===== src/design/siggen_pkg.sv =====
/*
 shared sizes, register map and stage structs of the waveform generator
*/
`default_nettype none

package siggen_pkg;

	// envelope table
	localparam int TABLE_DEPTH = 256;
	localparam int TABLE_AW = $clog2(TABLE_DEPTH);

	// command queue
	localparam int QUEUE_DEPTH = 4;
	localparam int QPTR_W = $clog2(QUEUE_DEPTH);
	localparam int QCNT_W = QPTR_W + 1;

	// wishbone word addresses
	localparam logic [1:0] REG_MEM_ADDR = 2'd0;
	localparam logic [1:0] REG_MEM_DATA = 2'd1;
	localparam logic [1:0] REG_STATUS = 2'd2;

	// sample width and full scale of the triangle
	localparam int SAMPLE_W = 16;
	localparam logic signed [SAMPLE_W-1:0] TRI_MAX = 16'sd32767;

	// one queued waveform, 109 bits
	typedef struct packed {
		logic [31:0] freq;
		logic [31:0] phase;
		logic [TABLE_AW-1:0] addr;
		logic signed [SAMPLE_W-1:0] gain;
		logic [15:0] nsamp;
		logic [1:0] outsel;
		logic mode;
		logic stdysel;
		logic phrst;
	} wave_cmd_t;

	// decode to execute
	typedef struct packed {
		logic active;
		logic [31:0] inc;
		logic [31:0] phase;
		logic phrst;
		logic [TABLE_AW-1:0] addr;
		logic signed [SAMPLE_W-1:0] gain;
		logic [1:0] outsel;
		logic stdysel;
	} exec_req_t;

	// execute to result
	typedef struct packed {
		logic active;
		logic signed [SAMPLE_W-1:0] value;
		logic signed [SAMPLE_W-1:0] gain;
		logic stdysel;
	} shape_t;

endpackage

`default_nettype wire


===== src/design/wave_execute.sv =====
/*
 phase accumulator, triangle from the phase and envelope product
*/
`timescale 1ns/10ps
`default_nettype none

module wave_execute import siggen_pkg::*; (
	input wire logic aclk,
	input wire logic rst_n,
	input wire exec_req_t req,
	input wire logic signed [SAMPLE_W-1:0] table_rdata,
	output shape_t shp
);

	logic [31:0] acc;
	logic [31:0] acc_cur;
	logic [31:0] ph;
	logic [1:0] quad;
	logic [SAMPLE_W-2:0] u;
	logic signed [SAMPLE_W-1:0] tri_val;
	logic signed [2*SAMPLE_W-1:0] env_prod;
	logic signed [2*SAMPLE_W-1:0] env_sh;
	logic signed [SAMPLE_W-1:0] shape_val;

	// accumulator value seen by this sample
	assign acc_cur = req.phrst ? 32'd0 : acc;
	assign ph = acc_cur + req.phase;
	assign quad = ph[31:30];
	assign u = ph[29:15];

	// fold phase into a triangle
	always_comb begin
		case (quad)
			2'd0: tri_val = $signed({1'b0, u});
			2'd1: tri_val = TRI_MAX - $signed({1'b0, u});
			2'd2: tri_val = -$signed({1'b0, u});
			default: tri_val = $signed({1'b0, u}) - TRI_MAX;
		endcase
	end

	// q15 product with the envelope
	assign env_prod = tri_val * table_rdata;
	assign env_sh = env_prod >>> 15;

	always_comb begin
		case (req.outsel)
			2'd1: shape_val = tri_val;
			2'd2: shape_val = table_rdata;
			// 0 and the unused code give the product
			default: shape_val = env_sh[SAMPLE_W-1:0];
		endcase
	end

	always_ff @(posedge aclk) begin
		if (!rst_n) begin
			acc <= '0;
			shp <= '0;
		end else begin
			// advance only on real samples
			if (req.active) begin
				acc <= acc_cur + req.inc;
			end
			shp.active <= req.active;
			shp.value <= shape_val;
			shp.gain <= req.gain;
			shp.stdysel <= req.stdysel;
		end
	end

endmodule

`default_nettype wire


===== config.mk =====
export PLATFORM = sky130hd
export DESIGN_NAME = wave_execute
export DESIGN_NICKNAME = d
export VERILOG_FILES = /design/src/design/siggen_pkg.sv /design/src/design/wave_execute.sv
export SDC_FILE = /design/constraint.sdc
export NUM_CORES = 1
export LEC_CHECK = 0
export BUFFER_PORTS_ARGS = -buffer_cell sky130_fd_sc_hd__buf_2
export CORE_MARGIN = 10
export CORE_UTILIZATION = 50
export DETAILED_ROUTE_END_ITERATION = 16
export PLACE_DENSITY = 0.81
export SYNTH_ARGS = -nofsm -noshare
export SYNTH_HDL_FRONTEND = slang
export SYNTH_SLANG_ARGS = --single-unit

===== constraint.sdc =====
create_clock -name aclk -period 20.2 [get_ports aclk]
set_input_delay 4.04 -clock aclk [delete_from_list [all_inputs] [get_ports aclk]]
set_output_delay 4.04 -clock aclk [all_outputs]
set_load 0.05 [all_outputs]

# After elaboration in Yosys (flattened, before gate mapping)
# Cells that the tools add are included.
totals:
  register_bits: 66
  inputBits: 111
  output_inout_bits: 34
  word_cells: 19
op_classes:
  addsub: 5
  multipliers: 1
  n_eq_ne: 4
  muxes: 3
  reduce_logical: 1
op_table:
  columns: ["operator", "n"]
  rows:
  - ["32-bit adder", 2]
  - ["16-bit case mux with 3 select lines", 1]
  - ["32-bit two-way mux", 1]
  - ["16-bit case mux with 2 select lines", 1]
  - ["16-bit by 16-bit multiplier with 31-bit output", 1]
  - ["15-bit negator with 16-bit output", 1]
  - ["15-bit by 15-bit subtractor with 16-bit output, first input constant", 1]
  - ["15-bit by 15-bit subtractor with 16-bit output, second input constant", 1]
  - ["2-bit by 1-bit == test with 1-bit output, second input constant", 2]
  - ["2-bit == test, second input constant", 2]
  - ["2-bit zero test", 1]

# Longest topological paths before layout
# Gate-level depths: netlist of run 1.
depth:
  ltp_word: 6
  mapped_depth: 49
  ltp_nobuf: 40

# Worst setup path before layout of run 1
# No wires, ideal clock.
synth_timing:
  path_kind: "input port to flip-flop"
  from: "in req[27] (netlist name)"
  to: "reg shp[32] (netlist name)"
  setup_ns: 0.079
  arrival_time_ns: 15.605
  required_time_ns: 20.121
  setup_slack_ns: 4.516
  cell_stages: 46
  n_path_buf: 9
  cell_sequence: "buf_6 > clkbuf_1 > clkbuf_1 > clkbuf_1 > clkbuf_1 > buf_1 > clkbuf_1 > clkbuf_1 > nor2b_1 > ha_1 > a21oi_1 > o21ai_0 > a221o_1 > a2111o_1 > o22ai_1 > xnor2_1 > nand4_1 > or4b_4 > [10 not listed] > fa_1 > fa_1 > inv_1 > fa_1 > inv_1 > ha_1 > o21ai_0 > nand2b_1 > and3_1 > a2111oi_0 > a21oi_1 > nand4_1 > nor4_1 > a21oi_1 > o21ai_0 > a21oi_1 > xnor3_1 > a211oi_2"
synth_via:
  elab_chain_cells: 6
  word_cells_on_any_way: 11
  cone_classes: "4 x add/sub; 1 x mul; 2 x eq/ne; 3 x mux; 1 x reduce/logical"
synth_lines:
  columns: ["item", "line_no", "text"]
  rows:
  - ["start, declared", "wave_execute.sv:10", "input wire exec_req_t req,"]
  - ["32-bit two-way mux *", "wave_execute.sv:26", "assign acc_cur = req.phrst ? 32'd0 : acc;"]
  - ["32-bit adder *", "wave_execute.sv:27", "assign ph = acc_cur + req.phase;"]
  - ["15-bit by 15-bit subtractor with 16-bit output (tied with other cells)", "wave_execute.sv:37", "default: tri_val = $signed({1'b0, u}) - TRI_MAX;"]
  - ["16-bit case mux with 3 select lines *", "wave_execute.sv:33", "case (quad)"]
  - ["16-bit by 16-bit multiplier with 31-bit output", "wave_execute.sv:42", "assign env_prod = tri_val * table_rdata;"]
  - ["16-bit case mux with 2 select lines *", "wave_execute.sv:46", "case (req.outsel)"]
  - ["end, declared", "wave_execute.sv:12", "output shape_t shp"]
# Every way passes the cells marked *; elsewhere a longest branch is shown, timed or not.
# A chain may end at the register's enable or synchronous reset.

# Worst setup path after layout of run 1
# Same ends and word-level chain as after synthesis.

==> impl_summary.md, run 1 <==
Global route
Global routing used 22.4% of the available tracks across all layers. Entering global routing, the biggest net connects 63 pins. The number of antenna violations at the first check in global routing is 2. The wire length of the first global-routing pass is 77100 um. The overflow left after global routing is 0. The via count of the first global-routing pass came to 15300.

Die
The overall die area is 41800 um^2. The floorplan step set the die width to 204 um. The floorplan has 67 rows. The core region is 33500 um^2. Once the floorplan was initialized, standard cells occupied 50.7% of the core. The die is 204 um tall.

The number of placed I/O pins is 145.

Synthesis
The count of synthesis-stage warnings from yosys is 0. The fraction of synthesis flops using an asynchronous set or reset pin is 0%. The net count of the mapped netlist is 2559. The post-synthesis cell count is 2080. The share of synthesized area in the top cell type comes to 30.0%. Yosys instantiated no cell more often than sky130_fd_sc_hd__inv_1.

The number of synthesized flops with an enable pin is 0. The most used flip-flop cell after synthesis is sky130_fd_sc_hd__dfxtp_1. In the post-synthesis netlist, the biggest area contributors are sky130_fd_sc_hd__fa_1, sky130_fd_sc_hd__ha_1, sky130_fd_sc_hd__dfxtp_1. In the synthesized netlist, the cells that appear most often are sky130_fd_sc_hd__inv_1, sky130_fd_sc_hd__fa_1, sky130_fd_sc_hd__nand2_1.

In this run, synthesis produced a sequential element count of 66. Dividing the synthesized area by the synthesized cell count gives 8.17 um^2. The share of synthesized area occupied by flip-flops and latches is 7.78%.

sky130_fd_sc_hd__fa_1 takes more of the synthesized area than any other cell. The synthesized cell area is 17000 um^2. Synthesis instantiated 93 different standard cells from the library.

Setup path
The worst setup path is of the primary input to flip-flop kind. For the worst flop-to-flop path, the logic depth is 39. In this run the worst path has a maximum fanout of 29. The slowest cell on the critical path is sky130_fd_sc_hd__a2111oi_0. STA classifies the critical path endpoint as a flip-flop. Data arrives at the worst endpoint at 15.71 ns. Across all register-to-register paths, the minimum setup slack is 8.55 ns. The largest single stage delay on the critical path is 0.70 ns. Counting stages on the worst path, the most repeated cell is sky130_fd_sc_hd__fa_1. The required time at the worst-slack endpoint is 20.44 ns. The endpoint of the lowest-slack register-to-register path is shp[32]$_SDFF_PN0_. The critical path launch point type is a primary input.

The startpoint of the most critical register-to-register path is acc[17]$_SDFFE_PN0P_.

Clocking
Buffers inserted to repair hold after CTS numbered 0. The clock-pin slew of the registers on the worst-case setup and hold paths is 0.06 ns. Post-CTS timing repair inserted 0 buffers for setup. At the later pin of the worst-skew pair, clock insertion delay measures 0.37 ns. The clock buffer count from CTS is 9. Once the clock tree was built, the resizer swapped 0 gates to a different size. Counting every sink on the clock net gives 66. The CTS tree is built.

The H-tree was split into 3 levels. No sink is reached through more buffers than the 2 on the longest clock path. The tree is rooted in a sky130_fd_sc_hd__clkbuf_16.

Route
The average detailed-routed wire length per instance is 18.2 um. The remaining antenna violation count is 0. The routed via count divided by cell count is 5.88. The number of search-and-repair iterations in the first detailed-routing pass is 5. The final wirelength is 47100 um. Across all layers, the routed design uses 15200 vias. The detailed router finished its first iteration with 1221 violations. For this run, design rule violations remaining after detail routing come to 0.

Run status
The run finished with clean final reports.

Hold path
The tightest min-delay check is of the flip-flop to flip-flop type. The path with the worst hold slack has its endpoint at acc[30]$_SDFFE_PN0P_. In this run the most critical hold path is launched from acc[30]$_SDFFE_PN0P_.

The depth of the worst hold-timing path is 2.

STA
The final critical path takes up 76.6% of the cycle. The setup skew after layout is 0.0219 ns. In this run the tightest slew margin relative to its limit is 28.2%. The final setup TNS is 0 ns.

For the pin with the worst max-slew slack, the measured transition is 1.07 ns. Static timing analysis puts the maximum clock frequency at 64.7 MHz. Setup repair after global routing left no endpoint under its margin. The clock period minus final worst setup slack is 15.47 ns.

The max-slew violation count is 0. The total setup violations reported at the end of the flow is 0. The total count of hold-check failures in the final report is 0.

Place
The congestion estimate from routability-driven global placement came to 0.918. The half-perimeter wire length after detailed placement is 36400 um. The quantity of I/O buffers inserted on ports is 136.

Cells and area
In the final layout, the share of cells above drive strength 1 is 9.52%. The net count reported at finish is 2607. Relative to the synthesized area, the layout overhead comes to 7.33%.

At the end of the flow the core is filled with cells to 54.4%.

Flow run
The count of max-cap constraint violations is 0.
## critical path: cells and delay by family
kind / cells / cell delay [ns]
buffers and inverters: 6 / 0.88
AND/OR/NAND/NOR: 10 / 1.96
XOR/XNOR: 2 / 0.75
adder cells (fa/ha/maj): 8 / 3.71
AO/OA/AOI/OAI: 14 / 4.34
## layout make-up
class,count,area [um^2]
diodes,2,5.00
clock buffers,10,239
clock inverters,6,63.8
fillers,3071,15300
inverters,338,1270
multi-input cells,1561,14000
flip-flops and latches,66,1320
well taps,448,561
repair buffers,152,801
## registers in the layout, indices dropped and copies added, names as in the netlist
register and flops:
acc 32, shp 34
## through the flow
| stage | cell area, um^2 | setup slack (ns) | std cells | hold WS [ns] |
|---|---|---|---|---|
| finish | 18200 | 4.73 | 2583 | 0.476 |
| global route | 18200 | 3.99 | 2582 | 0.506 |
| CTS | 18200 | 4.89 | 2581 | 0.470 |
| detailed placement | 17900 | 4.59 | 2565 | 0.464 |
| global placement | 17900 | 4.66 | 2565 | 0.455 |
| floorplan | 17000 | 4.52 | 2080 | 0.445 |
## cells by family after synthesis
logic type               Yosys count  share of synthesized area, %
XOR/XNOR                          89                          4.67
AND/OR/NAND/NOR                  645                          19.8
multiplexers                      16                         0.972
adder cells (fa/ha/maj)          371                          38.5
AO/OA/AOI/OAI                    440                          18.1
buffers and inverters            453                          10.1
flip-flops                        66                          7.78
## worst max path at each step
stage | startpoint | slack (ns) | cells after the start | to
floorplan | req[27] | 4.52 | 46 | shp[32]$_SDFF_PN0_
global placement | req[27] | 4.66 | 40 | shp[32]$_SDFF_PN0_
detailed placement | req[27] | 4.59 | 41 | shp[32]$_SDFF_PN0_
CTS | req[27] | 4.89 | 41 | shp[32]$_SDFF_PN0_
global route | req[27] | 3.99 | 38 | shp[32]$_SDFF_PN0_
finish | req[27] | 4.73 | 40 | shp[32]$_SDFF_PN0_
## placed cells by master, fill, tap and decap left out, drive strengths merged, types with 23 or more instances in the layout
master  count
a211oi     24
a21o       32
a21oi      90
a31oi      28
and2      135
buf       152
dfxtp      66
fa        255
ha        113
inv       338
nand2     171
nand2b     29
nand3      34
nor2      104
nor2b      58
nor3       23
o211ai     28
o21ai      84
xnor2      55
xor2       33
## routing by layer
layer  share of wire, %  vias to the layer above  global-route usage, %
met5                  0                        -                      0
met4                2.6                        0                   6.48
met3                9.5                       98                   4.69
met2                 47                      660                   37.0
met1                 40                     7461                   29.1
li1                   -                     6964                      -
Power of run 1 is not shown: default switching activity piles up to over one toggle a cycle in this logic, so the estimate is an artifact.
==> run 2, diff against run 1 <==
==> constraint.sdc (replaced) <==
create_clock -name aclk -period 14.5 [get_ports aclk]
set_input_delay 2.9 -clock aclk [delete_from_list [all_inputs] [get_ports aclk]]
set_output_delay 2.9 -clock aclk [all_outputs]
set_load 0.05 [all_outputs]
==> run 2 against run 1 <==
Against the previous run: register-to-register slack worse by 5.4 ns; clock skew fell by 0.0030 ns; core utilization hardly changed; non-clock buffer count grew 6; worst setup slack got worse by 4.1 ns; wire length rose by 0.89%; cell area barely moved.
==> impl_summary.md, run 2 (same netlist as run 1, synthesis figures left out) <==
Die
The floorplan step set the die width to 204 um. For this configuration, the core starts out at a cell density of 50.7%. The overall die area is 41800 um^2.

Row generation in the floorplan step produced 67 rows. Pin placement for this block handled 145 I/O pins. After floorplanning, the core was sized to cover 33500 um^2. The die is 204 um tall.

STA
The total setup violations reported at the end of the flow is 0. The worst slew margin relative to its limit is 22.0%. The setup skew after layout is 0.0189 ns. The final setup TNS is 0 ns. For this run, the top clock speed supported by timing is 72.2 MHz. The max-slew violation count is 0.

Dividing the final minimum period by the clock period gives 95.5%. Counting I/O delays and the setup requirement, the final critical path takes 13.85 ns. The measured slew at the worst slew-check pin is 1.17 ns.

The total count of hold-check failures in the final report is 0. Setup repair after global routing left no endpoint under its margin.

Clocking
The clock passes through at most 2 buffers. The number of clock sinks is 66. CTS built an H-tree with a depth of 3. Buffers inserted to repair hold after CTS numbered 0. The clock buffer count from CTS is 9. The root buffer cell is sky130_fd_sc_hd__clkbuf_16. TritonCTS built the clock tree. In this run, post-CTS repair resized a total of 0 instances.

The insertion delay of the later-clocked pin in the worst-skew pair is 0.39 ns. The clock-pin slew of the registers on the worst-case setup and hold paths is 0.08 ns. The buffer count from post-CTS setup fixing is 0.

Global route
Entering global routing, the biggest net connects 38 pins. The via count of the first global-routing pass is 15300. The overall track demand over capacity in global routing is 22.9%. The number of antenna violations at the first check in global routing was 1. The first global-routing pass estimated 77900 um of wire.

Summed over all layers, the global routing overflow is 0.

Cells and area
Leaving out fill and tap cells, the most frequent cell in the layout is sky130_fd_sc_hd__inv_1. The register with the most flip-flops is shp. The largest registers in the layout are shp x34, acc x32. The share of layout cells above drive strength 1 is 9.68%. The count of fill cells added during filler insertion is 3070.

The number of flip-flops under the largest register name is 34. The library cells used most frequently in the layout, excluding fill and tap cells, are sky130_fd_sc_hd__inv_1, sky130_fd_sc_hd__fa_1, sky130_fd_sc_hd__nand2_1, sky130_fd_sc_hd__buf_2, sky130_fd_sc_hd__and2_1. The layout overhead on the synthesized area is 7.34%.

Summing all flip-flop and latch instances after layout gives 1320 um^2. For this run, the post-layout net count is 2613. Summing all multi-input logic gate instances after layout gives 14000 um^2.

Place
At the end of routability-driven placement, the weighted congestion stood at 0.957. Buffers placed on the I/O ports in this run total 136. Detailed placement ended at an HPWL of 37000 um.

Setup path
The worst setup path is launched from a primary input. Broken down by cell family, the worst path's largest delay share belongs to compound AO/OA/AOI/OAI gates. The slowest cell on the critical path is sky130_fd_sc_hd__or4b_4.

Counting both buffers and inverters, the worst setup path holds a total of 5. The worst register-to-register path has a depth of 37. The startpoint identified for the worst register-to-register timing path is acc[17]$_SDFFE_PN0P_. Setup slack on the worst reg-to-reg path comes out at 3.13 ns.

The most prevalent standard cell on the critical path is sky130_fd_sc_hd__fa_1. The critical-path maximum fanout is 19. STA puts the critical path data required time at 14.76 ns. The endpoint of the lowest-slack register-to-register path is shp[32]$_SDFF_PN0_. The type of the worst setup path is primary input to flip-flop.

STA puts the critical path data arrival time at 14.11 ns. The type of destination of the critical path is a flip-flop. The delay of the slowest critical-path stage is 0.60 ns.

Hold path
The path with the worst hold slack has its endpoint at acc[30]$_SDFFE_PN0P_. Counting instances, the worst hold path has a depth of 2. The startpoint of the most critical hold path is acc[30]$_SDFFE_PN0P_. The class of the worst hold path is flip-flop to flip-flop.

Route
The pre-antenna-repair detailed-routing pass consisted of 7 iterations. The total number of vias is 15200. Using the TritonRoute via totals, the vias-per-cell ratio works out to 5.85.

The average detailed-routed wire length per instance is 18.4 um. The count of nets left with antenna violations once routing finished came out at 0. The number of DRC violations after detailed routing is 0. The final wirelength is 47500 um. The first routing iteration left 1340 violations.

Run status
The run finished with clean final reports.

Flow run
The tool flagged a number of max-cap violations equal to 0.
## run 2: cell types whose count changed in the layout (fill, tap and decap cells not counted), sizes merged
cell,delta
clkbuf,-1
inv,+1
diode,-1
buf,+6
bufinv,-1
clkinv,+1
## run 2: final cells by class
| class | instances | area share [%] |
|---|---|---|
| inverter | 338 | 6.96 |
| clock buffer | 9 | 1.23 |
| antenna | 1 | 0.0137 |
| multi-input combinational | 1561 | 76.6 |
| sequential | 66 | 7.25 |
| timing repair buffer | 158 | 4.64 |
| tap | 448 | 3.07 |
| clock inverter | 7 | 0.281 |
## run 2: metal layers
| layer | share of wire, % | global-route usage [%] | vias to the layer above |
|---|---|---|---|
| li1 | - | - | 6967 |
| met1 | 40 | 29.6 | 7433 |
| met2 | 48 | 37.8 | 662 |
| met3 | 9.2 | 4.55 | 90 |
| met4 | 2.4 | 7.06 | 0 |
| met5 | 0 | 0 | - |
## run 2: worst max-delay path by stage
stage / startpoint / to / slack (ns) / cells past startpoint
floorplan: req[27] / shp[32]$_SDFF_PN0_ / 0.06 / 46
global placement: req[27] / shp[32]$_SDFF_PN0_ / 0.49 / 38
detailed placement: req[27] / shp[32]$_SDFF_PN0_ / 0.35 / 38
CTS: req[27] / shp[32]$_SDFF_PN0_ / 0.68 / 38
global route: req[27] / shp[32]$_SDFF_PN0_ / 0.11 / 38
finish: req[27] / shp[32]$_SDFF_PN0_ / 0.65 / 38
## run 2: through the flow
step / hold slack, ns / worst slack [ns] / util, % / instances / area [um^2]
3_5_place_dp: 0.463 / 0.352 / 53.5 / 2571 / 17900
4_1_cts: 0.483 / 0.678 / 54.4 / 2587 / 18200
5_1_grt: 0.515 / 0.108 / 54.4 / 2587 / 18200
6_report: 0.478 / 0.650 / 54.4 / 2588 / 18200
2_1_floorplan: 0.445 / 0.0581 / - / 2080 / 17000
3_3_place_gp: 0.456 / 0.485 / 53.5 / 2571 / 17900
## run 2: tightest hold or removal path, cell delays in order, from the launching register on
cell and delay (ns):
sky130_fd_sc_hd__dfxtp_1 0.31, sky130_fd_sc_hd__nand2_1 0.05, sky130_fd_sc_hd__o22ai_1 0.06
Power of run 2 is left out for the same reason.
==> run 3, diff against run 2 <==
--- a/config.mk
+++ b/config.mk
@@ -5,7 +5,9 @@
 export SDC_FILE = /design/constraint.sdc
 export NUM_CORES = 1
 export LEC_CHECK = 0
+export ABC_AREA = 1
 export BUFFER_PORTS_ARGS = -buffer_cell sky130_fd_sc_hd__buf_2
+export CORE_ASPECT_RATIO = 1.25
 export CORE_MARGIN = 10
 export CORE_UTILIZATION = 50
 export DETAILED_ROUTE_END_ITERATION = 16
==> run 3 against run 2 <==
Against the previous run: first-iteration DRC count rose by 0.97%; synthesized area rose by 2.1%; critical path depth up 8; sequential share of layout area down 0.18 points; core utilization increased by 0.088 points; via count is 10% higher; register-to-register slack improved by 2.2 ns; count of clock-buffer cells in the layout unchanged; synthesized cell count up 24%; cell area rose by 2.5%.
==> impl_summary.md, run 3 <==
Global route
Global routing consumed, on the met2 layer, 43.5% of the routing resources. The met1 track utilization from global routing is 27.7%. The pin count of the biggest net entering global routing is 38.

The routing layer with the top usage in global route is met2. Summed over all layers, the global routing overflow is 0. Global routing used 3.98% of the available met3 tracks. The via count of the first global-routing pass is 17400.

The wire length of the first global-routing pass is 85100 um. Global routing used 24.3% of the available tracks across all layers. The number of antenna violations at the first check in global routing is 0.

Route
The detailed router finished its first iteration with 1353 violations. The final wirelength is 51900 um. The routed via count divided by cell count is 5.31.

The remaining antenna violation count is 0. The final route contains 16700 vias. The average detailed-routed wire length per instance is 16.5 um. The number of search-and-repair iterations in the first detailed-routing pass is 8. The number of DRC violations after detailed routing is 0.

Synthesis
The flop and latch count out of synthesis is 66. The synthesized netlist contains 57 unique library cells. By area the synthesized netlist is led by sky130_fd_sc_hd__fa_1, sky130_fd_sc_hd__nand2_1, sky130_fd_sc_hd__inv_1. The synthesized netlist devotes 28.7% of its cell area to simple gates. The most used flip-flop cell after synthesis is sky130_fd_sc_hd__dfxtp_1. The post-synthesis cell count is 2569. The net count of the mapped netlist is 3048. Averaged over all synthesized cells, the footprint is 6.75 um^2. Counting flops with an async set or reset pin after synthesis yields a share of 0%. After synthesis, the most frequently instantiated cells are sky130_fd_sc_hd__nand2_1, sky130_fd_sc_hd__inv_1, sky130_fd_sc_hd__nor2_1. The number of synthesized flops with an enable pin is 0. The compound-gate portion of the synthesized area is 9.58%. The share of Yosys cell area claimed by the top area cell type is 29.4%. The biggest area contributor in the post-synthesis netlist is sky130_fd_sc_hd__fa_1. The count of synthesis-stage warnings from yosys is 0. The synthesized netlist occupies a cell area of 17300 um^2.

By area, the combinational part of the netlist is dominated by adder cells. The share of synthesized area occupied by flip-flops and latches is 7.62%. The adder-cell share of the synthesized area is 37.6%.

The post-synthesis mux area share is 0%. The most common cell in the synthesized netlist is sky130_fd_sc_hd__nand2_1. The synthesized netlist devotes 1.82% of its cell area to XOR and XNOR gates.

Cells and area
Leaving out fill and tap cells, the most frequent cell in the layout is sky130_fd_sc_hd__nand2_1. The largest registers in the layout are shp x34, acc x32. Counting flops per register, the top entry is shp. From synthesis to final layout, the design area changed by 7.85%.

The share of layout cells above drive strength 1 is 10.7%. For this run, the post-layout net count is 3148. The number of flip-flops under the largest register name is 34. The final antenna diode count is 0. The library cells used most frequently in the layout, excluding fill and tap cells, are sky130_fd_sc_hd__nand2_1, sky130_fd_sc_hd__inv_1, sky130_fd_sc_hd__nor2_1, sky130_fd_sc_hd__fa_1, sky130_fd_sc_hd__buf_2.

STA
The total count of hold-check failures in the final report is 0. The max-slew violation count was 0. The smallest hold slack is 0.468 ns. After routing, the total negative slack on setup checks comes to 0 ns.

The total setup violations reported at the end of the flow is 0. The worst slew margin relative to its limit is 40.9%. The highest achievable clock rate is 84.2 MHz. At the pin with the least slew margin, the transition time is 0.886 ns. The setup skew after layout is 0.0131 ns.

Setup repair after global routing left no endpoint under its margin. The clock period minus final worst setup slack is 11.88 ns. The final critical path takes up 81.9% of the cycle.

Setup path
The critical path startpoint is req[27]. STA classifies the critical path startpoint as a primary input. Counting stages on the worst path, the most repeated cell is sky130_fd_sc_hd__nand2_1. The worst setup path is of the primary input to flip-flop kind. The worst setup path is captured at a flip-flop. At the worst endpoint, the required time is 14.75 ns.

Among all stages on the critical path, the largest delay is contributed by sky130_fd_sc_hd__fa_1. In this run the worst path has a maximum fanout of 37. The data arrival time of the critical path is 12.13 ns. The largest single stage delay on the critical path is 0.54 ns.

The startpoint identified for the worst register-to-register timing path is acc[16]$_SDFFE_PN0P_.

Clocking
The insertion delay of the later-clocked pin in the worst-skew pair is 0.36 ns. TritonCTS built the clock tree. In this run, CTS created clock tree buffers numbering 9.

The root buffer cell is sky130_fd_sc_hd__clkbuf_16. No sink is reached through more buffers than the 2 on the longest clock path. In this run, post-CTS repair resized a total of 0 instances. The buffer count from post-CTS setup fixing is 0. Clock-pin slew was measured on the worst setup and hold paths at 0.07 ns. The number of hold buffers added after cts is 0.

The number of clock sinks is 66. The H-tree generated during clock tree synthesis spans 3 levels.

Die
Once the floorplan was initialized, standard cells occupied 50.5% of the core. The overall die area is 42600 um^2. 145 I/O pins were placed. The core box area is 34300 um^2. Measured along the y axis, the die boundary spans 228 um. From left edge to right edge, the die measures 187 um. The initialized floorplan defines 76 standard-cell rows.

Place
The quantity of I/O buffers inserted on ports is 136. The half-perimeter wire length after detailed placement is 43600 um. Routability-driven placement finished with a final weighted congestion of 1.01.

Run status
The run finished with clean final reports.

Flow run
The count of max-cap constraint violations is 0.

Hold path
The startpoint of the most critical hold path is acc[25]$_SDFFE_PN0P_. The min-delay analysis places its worst path in the category flip-flop to flip-flop.
-- run 3: changes by cell type in the layout (fill, tap and decap cells not counted), sizes merged, moves of 29 or more --
| cell | before | now |
|---|---|---|
| nor2b | 58 | 0 |
| xnor2 | 55 | 18 |
| nand3 | 34 | 122 |
| nand2 | 171 | 648 |
| a21oi | 90 | 127 |
| nand2b | 29 | 0 |
| nor2 | 104 | 321 |
| inv | 339 | 602 |
| and2 | 135 | 3 |
-- run 3: worst paths after layout --
check / to / slack, ns / cells after the start
worst max-delay path: shp[29]$_SDFF_PN0_ / 2.62 / 46
worst min-delay path: acc[25]$_SDFFE_PN0P_ / 0.47 / 2
worst min register to register: acc[25]$_SDFFE_PN0P_ / 0.47 / 2
worst max register to register: shp[29]$_SDFF_PN0_ / 5.35 / 44
-- run 3: cell type report --
class | instances | area, um^2
Fill cell | 3321 | 15600
Sequential cell | 66 | 1320
Inverter | 603 | 2280
Clock inverter | 7 | 106
Clock buffer | 9 | 225
Multi-Input combinational cell | 1849 | 13500
Timing Repair Buffer | 140 | 711
Tap cell | 468 | 586
-- run 3: worst max-delay path, delay by kind of cell --
family | cells | cell delay [ns]
buf+inv | 9 | 1.50
compound gates | 4 | 0.95
fa+ha+maj | 8 | 3.57
simple gates | 25 | 3.14
-- run 3: metrics by stage --
step / instance area [um^2] / cells / utilization, % / setup WS (ns)
2_1_floorplan: 17300 / 2569 / - / 4.17
3_3_place_gp: 18400 / 3126 / 53.5 / 2.49
3_5_place_dp: 18400 / 3126 / 53.5 / 2.43
4_1_cts: 18700 / 3142 / 54.5 / 2.79
5_1_grt: 18700 / 3142 / 54.5 / 1.99
6_report: 18700 / 3142 / 54.5 / 2.62
-- run 3: per-layer routing --
metal	wire length [um]	vias to the layer above
met4	2740	0
met5	0	-
met2	25800	782
met3	4320	172
li1	-	7965
met1	19100	7777
-- run 3: kinds of logic after synthesis --
group,Yosys count
buffers and inverters,654
adder cells (fa/ha/maj),368
AO/OA/AOI/OAI,288
AND/OR/NAND/NOR,1157
XOR/XNOR,36
flip-flops,66
Power of run 3 is left out for the same reason.
